`src/source/task_unit_pkg.sv`:
```
`default_nettype none

package task_unit_pkg;

   localparam int TS_WIDTH    = 32;
   localparam int HINT_WIDTH  = 32;
   localparam int ARG_WIDTH   = 32;
   localparam int TTYPE_WIDTH = 4;

   // 100 bits, timestamp in the top bits
   typedef struct packed {
      logic [TS_WIDTH-1:0]    ts;
      logic [HINT_WIDTH-1:0]  hint;
      logic [TTYPE_WIDTH-1:0] ttype;
      logic [ARG_WIDTH-1:0]   args;
   } task_t;

   localparam logic [TTYPE_WIDTH-1:0] TASK_TYPE_SPLITTER = 4'd15;

   localparam int APB_ADDR_WIDTH = 8;
   localparam int APB_DATA_WIDTH = 32;

   // Byte addresses of the register block
   typedef enum logic [7:0] {
      REG_SPILL_THRESHOLD = 8'h00,
      REG_SPILL_SIZE      = 8'h04,
      REG_N_TASKS         = 8'h08,
      REG_N_TASK_ENQ      = 8'h10,
      REG_N_COAL_CHILD    = 8'h14,
      REG_N_TASK_DEQ      = 8'h18,
      REG_N_SPLITTER_DEQ  = 8'h1C,
      REG_N_OVERFLOW      = 8'h20
   } reg_addr_e;

   localparam logic [31:0] DEFAULT_SPILL_THRESHOLD = 32'd12;
   localparam logic [31:0] DEFAULT_SPILL_SIZE      = 32'd4;

endpackage

`default_nettype wire

```
`src/source/task_queue_if.sv`:
```
`timescale 1ns/100ps
`default_nettype none

interface task_queue_if #(
   parameter int LOG_DEPTH = 4
);
   import task_unit_pkg::*;

   logic                 wr_en;
   task_t                wr_data;
   logic                 rd_en;
   task_t                rd_data;
   logic                 empty;
   logic                 full;
   logic [LOG_DEPTH:0]   count;

   modport writer (output wr_en, output wr_data, input full, input count);

   modport reader (output rd_en, input rd_data, input empty, input count);

   modport store (input wr_en, input wr_data, input rd_en,
                  output rd_data, output empty, output full, output count);

endinterface

`default_nettype wire

```
`src/source/task_dispatch.sv`:
```
`timescale 1ns/100ps
`default_nettype none

module task_dispatch #(
   parameter int LOG_DEPTH = 4
) (
   input  logic                  clk,
   input  logic                  rstn,
   task_queue_if.reader          q,
   input  logic                  almost_full,
   input  logic [LOG_DEPTH:0]    spill_size,
   output logic                  overflow_valid,
   input  logic                  overflow_ready,
   output task_unit_pkg::task_t  overflow_data,
   output logic                  task_deq_valid,
   input  logic                  task_deq_ready,
   output task_unit_pkg::task_t  task_deq_data,
   output logic                  splitter_deq_valid,
   input  logic                  splitter_deq_ready,
   output task_unit_pkg::task_t  splitter_deq_data
);
   import task_unit_pkg::*;

   logic [LOG_DEPTH:0] spills_remaining;
   logic               spilling;
   logic               head_is_splitter;

   assign spilling         = (spills_remaining != '0);
   assign head_is_splitter = (q.rd_data.ttype == TASK_TYPE_SPLITTER);

   // Start a new burst only once the previous one has drained
   always_ff @(posedge clk) begin
      if (!rstn) begin
         spills_remaining <= '0;
      end else if (!spilling && almost_full) begin
         spills_remaining <= spill_size;
      end else if (overflow_valid && overflow_ready) begin
         spills_remaining <= spills_remaining - 1'b1;
      end
   end

   assign overflow_valid     = !q.empty & spilling;
   assign task_deq_valid     = !q.empty & !spilling & !head_is_splitter;
   assign splitter_deq_valid = !q.empty & !spilling & head_is_splitter;

   assign overflow_data     = q.rd_data;
   assign task_deq_data     = q.rd_data;
   assign splitter_deq_data = q.rd_data;

   assign q.rd_en = (overflow_valid & overflow_ready)
                  | (task_deq_valid & task_deq_ready)
                  | (splitter_deq_valid & splitter_deq_ready);

   // A stalled burst keeps the same head task
   assert property (@(posedge clk) disable iff (!rstn)
      (overflow_valid && !overflow_ready) |=> overflow_valid && $stable(overflow_data))
      else $error("task_dispatch: stalled overflow task changed");

endmodule

`default_nettype wire

```
`src/source/task_enq_arbiter.sv`:
```
`timescale 1ns/100ps
`default_nettype none

module task_enq_arbiter #(
   parameter int LOG_DEPTH = 4
) (
   input  logic                  task_enq_valid,
   output logic                  task_enq_ready,
   input  task_unit_pkg::task_t  task_enq_data,
   input  logic                  coal_child_valid,
   output logic                  coal_child_ready,
   input  task_unit_pkg::task_t  coal_child_data,
   input  logic [LOG_DEPTH:0]    spill_threshold,
   task_queue_if.writer          q,
   output logic                  almost_full
);
   logic coal_child_fire;
   logic task_enq_fire;

   assign almost_full = (q.count > spill_threshold);

   // Coalescer children win, and bypass the threshold
   assign coal_child_ready = coal_child_valid & !q.full;
   assign task_enq_ready   = !coal_child_valid & !almost_full & !q.full;

   assign coal_child_fire = coal_child_valid & coal_child_ready;
   assign task_enq_fire   = task_enq_valid & task_enq_ready;

   assign q.wr_en   = coal_child_fire | task_enq_fire;
   assign q.wr_data = coal_child_valid ? coal_child_data : task_enq_data;

endmodule

`default_nettype wire

```
`src/source/task_queue.sv`:
```
`timescale 1ns/100ps
`default_nettype none

module task_queue #(
   parameter int LOG_DEPTH = 4
) (
   input logic          clk,
   input logic          rstn,
   task_queue_if.store  q
);
   import task_unit_pkg::*;

   localparam int DEPTH = 1 << LOG_DEPTH;

   task_t                mem [DEPTH];
   logic [LOG_DEPTH-1:0] wr_ptr;
   logic [LOG_DEPTH-1:0] rd_ptr;
   logic [LOG_DEPTH:0]   count;

   // Storage
   always_ff @(posedge clk) begin
      if (q.wr_en) begin
         mem[wr_ptr] <= q.wr_data;
      end
   end

   always_ff @(posedge clk) begin
      if (!rstn) begin
         wr_ptr <= '0;
         rd_ptr <= '0;
         count  <= '0;
      end else begin
         if (q.wr_en) begin
            wr_ptr <= wr_ptr + 1'b1;
         end
         if (q.rd_en) begin
            rd_ptr <= rd_ptr + 1'b1;
         end
         if (q.wr_en && !q.rd_en) begin
            count <= count + 1'b1;
         end else if (!q.wr_en && q.rd_en) begin
            count <= count - 1'b1;
         end
      end
   end

   // Head entry falls through
   assign q.rd_data = mem[rd_ptr];
   assign q.count   = count;
   assign q.empty   = (count == '0);
   assign q.full    = (count == (LOG_DEPTH+1)'(DEPTH));

   assert property (@(posedge clk) disable iff (!rstn) q.wr_en |-> !q.full)
      else $error("task_queue: write while full");

   assert property (@(posedge clk) disable iff (!rstn) q.rd_en |-> !q.empty)
      else $error("task_queue: read while empty");

endmodule

`default_nettype wire

```
`src/source/task_unit.sv`:
```
`timescale 1ns/100ps
`default_nettype none

module task_unit #(
   parameter int LOG_DEPTH = 4
) (
   input  logic                                       clk,
   input  logic                                       rstn,

   // New tasks from the tile
   input  logic                                       task_enq_valid,
   output logic                                       task_enq_ready,
   input  task_unit_pkg::task_t                       task_enq_data,

   // Children from the spill coalescer
   input  logic                                       coal_child_valid,
   output logic                                       coal_child_ready,
   input  task_unit_pkg::task_t                       coal_child_data,

   output logic                                       overflow_valid,
   input  logic                                       overflow_ready,
   output task_unit_pkg::task_t                       overflow_data,

   output logic                                       task_deq_valid,
   input  logic                                       task_deq_ready,
   output task_unit_pkg::task_t                       task_deq_data,

   output logic                                       splitter_deq_valid,
   input  logic                                       splitter_deq_ready,
   output task_unit_pkg::task_t                       splitter_deq_data,

   // Register access
   input  logic                                       psel,
   input  logic                                       penable,
   input  logic                                       pwrite,
   input  logic [task_unit_pkg::APB_ADDR_WIDTH-1:0]   paddr,
   input  logic [task_unit_pkg::APB_DATA_WIDTH-1:0]   pwdata,
   output logic [task_unit_pkg::APB_DATA_WIDTH-1:0]   prdata,
   output logic                                       pready,

   output logic                                       full,
   output logic                                       almost_full,
   output logic                                       empty
);
   logic [LOG_DEPTH:0] spill_threshold;
   logic [LOG_DEPTH:0] spill_size;
   logic               task_enq_fire;
   logic               coal_child_fire;
   logic               task_deq_fire;
   logic               splitter_deq_fire;
   logic               overflow_fire;

   task_queue_if #(.LOG_DEPTH(LOG_DEPTH)) tq ();

   task_enq_arbiter #(.LOG_DEPTH(LOG_DEPTH)) u_arbiter (
      .task_enq_valid   (task_enq_valid),
      .task_enq_ready   (task_enq_ready),
      .task_enq_data    (task_enq_data),
      .coal_child_valid (coal_child_valid),
      .coal_child_ready (coal_child_ready),
      .coal_child_data  (coal_child_data),
      .spill_threshold  (spill_threshold),
      .q                (tq.writer),
      .almost_full      (almost_full)
   );

   task_queue #(.LOG_DEPTH(LOG_DEPTH)) u_queue (
      .clk  (clk),
      .rstn (rstn),
      .q    (tq.store)
   );

   task_dispatch #(.LOG_DEPTH(LOG_DEPTH)) u_dispatch (
      .clk                (clk),
      .rstn               (rstn),
      .q                  (tq.reader),
      .almost_full        (almost_full),
      .spill_size         (spill_size),
      .overflow_valid     (overflow_valid),
      .overflow_ready     (overflow_ready),
      .overflow_data      (overflow_data),
      .task_deq_valid     (task_deq_valid),
      .task_deq_ready     (task_deq_ready),
      .task_deq_data      (task_deq_data),
      .splitter_deq_valid (splitter_deq_valid),
      .splitter_deq_ready (splitter_deq_ready),
      .splitter_deq_data  (splitter_deq_data)
   );

   assign task_enq_fire     = task_enq_valid & task_enq_ready;
   assign coal_child_fire   = coal_child_valid & coal_child_ready;
   assign task_deq_fire     = task_deq_valid & task_deq_ready;
   assign splitter_deq_fire = splitter_deq_valid & splitter_deq_ready;
   assign overflow_fire     = overflow_valid & overflow_ready;

   task_unit_regs #(.LOG_DEPTH(LOG_DEPTH)) u_regs (
      .clk               (clk),
      .rstn              (rstn),
      .psel              (psel),
      .penable           (penable),
      .pwrite            (pwrite),
      .paddr             (paddr),
      .pwdata            (pwdata),
      .prdata            (prdata),
      .pready            (pready),
      .spill_threshold   (spill_threshold),
      .spill_size        (spill_size),
      .count             (tq.count),
      .task_enq_fire     (task_enq_fire),
      .coal_child_fire   (coal_child_fire),
      .task_deq_fire     (task_deq_fire),
      .splitter_deq_fire (splitter_deq_fire),
      .overflow_fire     (overflow_fire)
   );

   assign full  = tq.full;
   assign empty = tq.empty;

endmodule

`default_nettype wire

```
`src/source/task_unit_regs.sv`:
```
`timescale 1ns/100ps
`default_nettype none

module task_unit_regs #(
   parameter int LOG_DEPTH = 4
) (
   input  logic                                       clk,
   input  logic                                       rstn,
   input  logic                                       psel,
   input  logic                                       penable,
   input  logic                                       pwrite,
   input  logic [task_unit_pkg::APB_ADDR_WIDTH-1:0]   paddr,
   input  logic [task_unit_pkg::APB_DATA_WIDTH-1:0]   pwdata,
   output logic [task_unit_pkg::APB_DATA_WIDTH-1:0]   prdata,
   output logic                                       pready,
   output logic [LOG_DEPTH:0]                         spill_threshold,
   output logic [LOG_DEPTH:0]                         spill_size,
   input  logic [LOG_DEPTH:0]                         count,
   input  logic                                       task_enq_fire,
   input  logic                                       coal_child_fire,
   input  logic                                       task_deq_fire,
   input  logic                                       splitter_deq_fire,
   input  logic                                       overflow_fire
);
   import task_unit_pkg::*;

   logic        apb_write;
   logic        apb_read;
   logic [31:0] n_task_enq;
   logic [31:0] n_coal_child;
   logic [31:0] n_task_deq;
   logic [31:0] n_splitter_deq;
   logic [31:0] n_overflow;

   // Zero wait states
   assign pready = 1'b1;

   assign apb_write = psel & penable & pwrite;
   assign apb_read  = psel & !pwrite;

   always_ff @(posedge clk) begin
      if (!rstn) begin
         spill_threshold <= DEFAULT_SPILL_THRESHOLD[LOG_DEPTH:0];
         spill_size      <= DEFAULT_SPILL_SIZE[LOG_DEPTH:0];
      end else if (apb_write) begin
         case (paddr)
            REG_SPILL_THRESHOLD: spill_threshold <= pwdata[LOG_DEPTH:0];
            REG_SPILL_SIZE:      spill_size      <= pwdata[LOG_DEPTH:0];
            default: ;
         endcase
      end
   end

   // Event counters
   always_ff @(posedge clk) begin
      if (!rstn) begin
         n_task_enq     <= '0;
         n_coal_child   <= '0;
         n_task_deq     <= '0;
         n_splitter_deq <= '0;
         n_overflow     <= '0;
      end else begin
         if (task_enq_fire) begin
            n_task_enq <= n_task_enq + 1'b1;
         end
         if (coal_child_fire) begin
            n_coal_child <= n_coal_child + 1'b1;
         end
         if (task_deq_fire) begin
            n_task_deq <= n_task_deq + 1'b1;
         end
         if (splitter_deq_fire) begin
            n_splitter_deq <= n_splitter_deq + 1'b1;
         end
         if (overflow_fire) begin
            n_overflow <= n_overflow + 1'b1;
         end
      end
   end

   // Read data held for the whole access, zero when idle
   always_comb begin
      prdata = '0;
      if (apb_read) begin
         case (paddr)
            REG_SPILL_THRESHOLD: prdata = APB_DATA_WIDTH'(spill_threshold);
            REG_SPILL_SIZE:      prdata = APB_DATA_WIDTH'(spill_size);
            REG_N_TASKS:         prdata = APB_DATA_WIDTH'(count);
            REG_N_TASK_ENQ:      prdata = n_task_enq;
            REG_N_COAL_CHILD:    prdata = n_coal_child;
            REG_N_TASK_DEQ:      prdata = n_task_deq;
            REG_N_SPLITTER_DEQ:  prdata = n_splitter_deq;
            REG_N_OVERFLOW:      prdata = n_overflow;
            default:             prdata = '0;
         endcase
      end
   end

   assert property (@(posedge clk) disable iff (!rstn)
      (psel && penable) |-> $past(psel) && $stable(paddr))
      else $error("task_unit_regs: access phase without matching setup");

endmodule

`default_nettype wire

```
`config.mk`:
```
export PLATFORM = sky130hd
export DESIGN_NAME = task_unit
export DESIGN_NICKNAME = d
export VERILOG_FILES = /design/src/source/task_unit_pkg.sv /design/src/source/task_queue_if.sv /design/src/source/task_dispatch.sv /design/src/source/task_enq_arbiter.sv /design/src/source/task_queue.sv /design/src/source/task_unit.sv /design/src/source/task_unit_regs.sv
export SDC_FILE = /design/constraint.sdc
export NUM_CORES = 2
export LEC_CHECK = 0
export BUFFER_PORTS_ARGS = -buffer_cell sky130_fd_sc_hd__buf_2
export CORE_UTILIZATION = 30
export CTS_BUF_LIST = sky130_fd_sc_hd__clkbuf_2 sky130_fd_sc_hd__clkbuf_4 sky130_fd_sc_hd__clkbuf_8
export DETAILED_ROUTE_END_ITERATION = 16
export GPL_TIMING_DRIVEN = 0
export SLEW_MARGIN = 15
export SYNTH_ARGS = -nofsm -noshare
export SYNTH_HDL_FRONTEND = slang
export SYNTH_SLANG_ARGS = --single-unit
export TNS_END_PERCENT = 1
```
`constraint.sdc`:
```
create_clock -name clk -period 11.8 [get_ports clk]
set_input_delay 0.59 -clock clk [delete_from_list [all_inputs] [get_ports clk]]
set_output_delay 0.59 -clock clk [all_outputs]
set_load 0.1 [all_outputs]
```
==> metrics.md <==
| Metric | Value |
|---|---|
| Outcome | `finished clean` |
| Overall Global Routing Usage | `16.6%` |
| Sequential share of the synthesized area | `71.2%` |
| Largest net degree at the start of global routing | `19` |
| Number of top-level pins | `591` |
| CTS tree | `yes` |
| Worst Path Arrival | `5140 ps` |
| Grt ovf | `0` |
| CTS root buffer | `clkbuf_8` |
| DRT Pass-1 Iters | `5` |
| Least-Margin Pin Slew | `1230 ps` |
| Max Cap Violations | `0` |
| Post-DRT Antenna Nets | `0` |
| Mapped cell area | `72900 um2` |
| Initial antenna violation count | `5` |
| Vias/cell | `4.99` |
| Grt met2 use | `27.8%` |
| Minimum clock period | `5730 ps` |
| R2r worst-path depth | `17` |
| Resized cells post-CTS | `0` |
| RSZ-0062 raised after global routing | `no` |
| EDFF count, synth | `1600` |
| Synth Warn # | `0` |
| Async SR Flop Fraction | `0%` |
| Vias | `41300` |
| Worst skew pair latency | `1070 ps` |
| PwrDens | `246 nW/um2` |
| Syn_nets | `4102` |
| Cts-stage hold buffer count | `35` |
| Nets | `5166` |
| Final Hold Vio Count | `0` |
| Worst Setup Start Kind | `flip-flop` |
| Post-CTS Setup Bufs | `0` |
| Cell Rows | `180` |
| WL final | `206000 um` |
| Layout cell share with drive strength beyond 1 | `40.1%` |
| Hpwl dp | `139000 um` |
| Max Slew Vio Count | `0` |
| F_max | `174 MHz` |
| Prevailing post-synth register cell | `edfxtp_1` |
| Syn avg cell area | `19.0 um2` |
| CP endpoint kind | `output pin` |
| Core area | `241000 um2` |
| Initial Util | `30.2%` |
| CTS sink cnt | `1792` |
| Net switching power figure | `9.31 mW` |
| Initial DRC Count | `4082` |
| Setup CP Type | `flip-flop to output pin` |
| Yosys cell types | `66` |
| Fillers | `22400` |
| Synthesis-stage register bit count | `1792` |
| Die X-Extent | `495 um` |
| Placed inst area | `82200 um2` |
| Clk pin slew, worst setup/hold paths | `60 ps` |
| Synth-to-layout area growth | `21.2%` |
| CTS Buffer Depth | `4` |
| # H-tree levels | `5` |
| Grt met1 use | `22.1%` |
| GR peak layer | `met2` |
| First-pass GRT wire length | `291000 um` |
| Slew HR | `17.7%` |
| Setup violations, final | `0` |
| Worst path required time | `11210 ps` |
| TritonCTS buffer count | `314` |
| Vias in the first global route | `41400` |
| Die ar. | `245000 um2` |
| Sw frac | `42.9%` |
| GR Util met3 | `2.99%` |
| Routed len/inst | `24.9 um` |
| Final instance area | `88300 um2` |
| Power share of the clock group | `24.7%` |
| Worst Hold Depth | `2` |
| P_leak | `28.9 nW` |
| Worst vdd ir | `0.428 mV` |
| CP max FO | `10` |
| Reg2reg setup slack | `6970 ps` |
| Placer Congestion | `0.855` |
| Die Y | `495 um` |
| Port Buf Inserts | `561` |
| Final Skew | `152 ps` |
| Tcrit/Tclk final | `48.6%` |
| Final Power | `21.7 mW` |
| DRC Markers | `0` |
| Post-Synthesis Cells | `3830` |
| Hold Path Class | `primary input to flip-flop` |
| Share of power burned in registers | `33.6%` |
| Cell internal pwr | `12.4 mW` |
| Comb power frac | `41.7%` |
-- synthesized netlist by cell type, types with 21 or more instances --
cell type  instances  area [um2]
a21oi_1          133         666
a22oi_1           39         293
and3_1            22         138
buf_1             40         150
buf_4            203        1520
clkbuf_1         141         529
dfxtp_1          192        3840
edfxtp_1        1600       48000
ha_1              21         263
inv_1             51         191
mux2_2           100        1130
mux2i_1           68         681
mux4_2           488       11000
nand2_1           96         360
nand3_1           55         275
nand4_1           32         200
nor2_1           160         601
nor4_1            21         131
o21ai_0           39         195
or3_1             36         225
xnor2_1           51         447
xor2_1            40         350
-- power by group through the flow --
stage | Combinational [mW] | Clock [mW] | Sequential (mW)
after floorplan | 7.26 | 0 | 7.45
after global placement | 9.00 | 0 | 7.56
after detailed placement | 9.14 | 0 | 7.42
after CTS | 9.16 | 5.48 | 7.29
after global routing | 9.38 | 5.74 | 7.31
final | 9.06 | 5.36 | 7.29
-- critical path, cell delays in order, from the launching register on --
cell      delay, ps
dfxtp_1         360
clkbuf_1        640
clkbuf_2        640
clkbuf_1        910
mux4_2          430
mux4_2          680
buf_4           220
buf_2           280
-- sequential cells by signal, indices dropped and copies added (netlist names), named ones only --
register                     flops
u_regs.n_overflow               32
u_queue.mem                   1600
u_queue.wr_ptr                   4
u_regs.n_splitter_deq           32
u_queue.rd_ptr                   4
u_regs.n_coal_child             32
u_queue.q.count                  5
u_regs.n_task_deq               32
u_regs.spill_size                5
u_dispatch.spills_remaining      5
u_regs.n_task_enq               32
u_regs.spill_threshold           5
-- area by class of cell --
cell class              count  area (um2)  area share, %
inverters                  54         203          0.229
flip-flops and latches   1792       51900           58.7
clock inverters            80         478          0.541
diodes                     11        27.5         0.0312
plain buffers             391        2320           2.63
multi-input cells        1593       18600           21.1
clock buffers             425        5230           5.92
repair buffers            748        5580           6.32
well taps                3185        3990           4.51
-- kinds of logic (layout without fill, tap and decap cells) --
logic type | after synthesis | count (layout) | synth area share [%]
DFF | 1792 | 1792 | 71.2
other | 1 | 12 | 0.00515
buffers and inverters | 445 | 1698 | 3.40
adders and majority gates | 22 | 22 | 0.388
muxes | 657 | 657 | 17.6
and+or+nand+nor | 523 | 523 | 3.66
AOI/OAI and AO/OA | 299 | 299 | 2.65
xor gates and xnor gates | 91 | 91 | 1.09
-- per-stage QoR --
step           setup WS (ps)  util (%)  cells  hold WS (ps)  setup TNS, ps
2_1_floorplan           1420         -   3830           444              0
3_3_place_gp           -9520      33.1   7576           470       -6872510
3_5_place_dp            6860      34.1   7728           481              0
4_1_cts                 5780      36.6   8268         0.620              0
5_1_grt                 5920      36.7   8273          56.9              0
6_report                6070      36.7   8279           105              0
-- routing by layer --
metal | part of all wire, % | vias to the layer above
li1 | - | 17500
met2 | 50 | 1734
met1 | 42 | 21800
met4 | 1.8 | 0
met3 | 6.6 | 274
met5 | 0 | -
-- path summary, 6_finish.rpt --
| check | from | endpoint |
|---|---|---|
| max | flip-flop | splitter_deq_data[61] |
| min | coal_child_data[83] | u_queue.mem[11][83] |
| max reg2reg | flip-flop | u_queue.q.count[4] |
| min reg2reg | u_regs.n_splitter_deq[27] | u_regs.n_splitter_deq[27] |
-- cells in the final DEF (no fill, tap or decap), drive strengths merged, types with 6 or more instances in the layout --
cell and n:
or3 36, xor2 40, edfxtp 1600, a21o 14
nand3 55, or4 18, mux4 489, a21oi 133
nor3 17, a22oi 42, and2 18, nand2b 12
mux2 100, nand2 96, o31ai 16, a31oi 7
nor4 22, diode 11, a2111oi 6, xnor2 51
mux2i 68, and3 22, ha 21, a221oi 12
inv 53, and4 14, dlygate4sd3 35, clkinv 72
nand4 34, clkbuf 577, nor2 160, dfxtp 192
buf 952, o21ai 42
(Power assumes the default switching activity.)
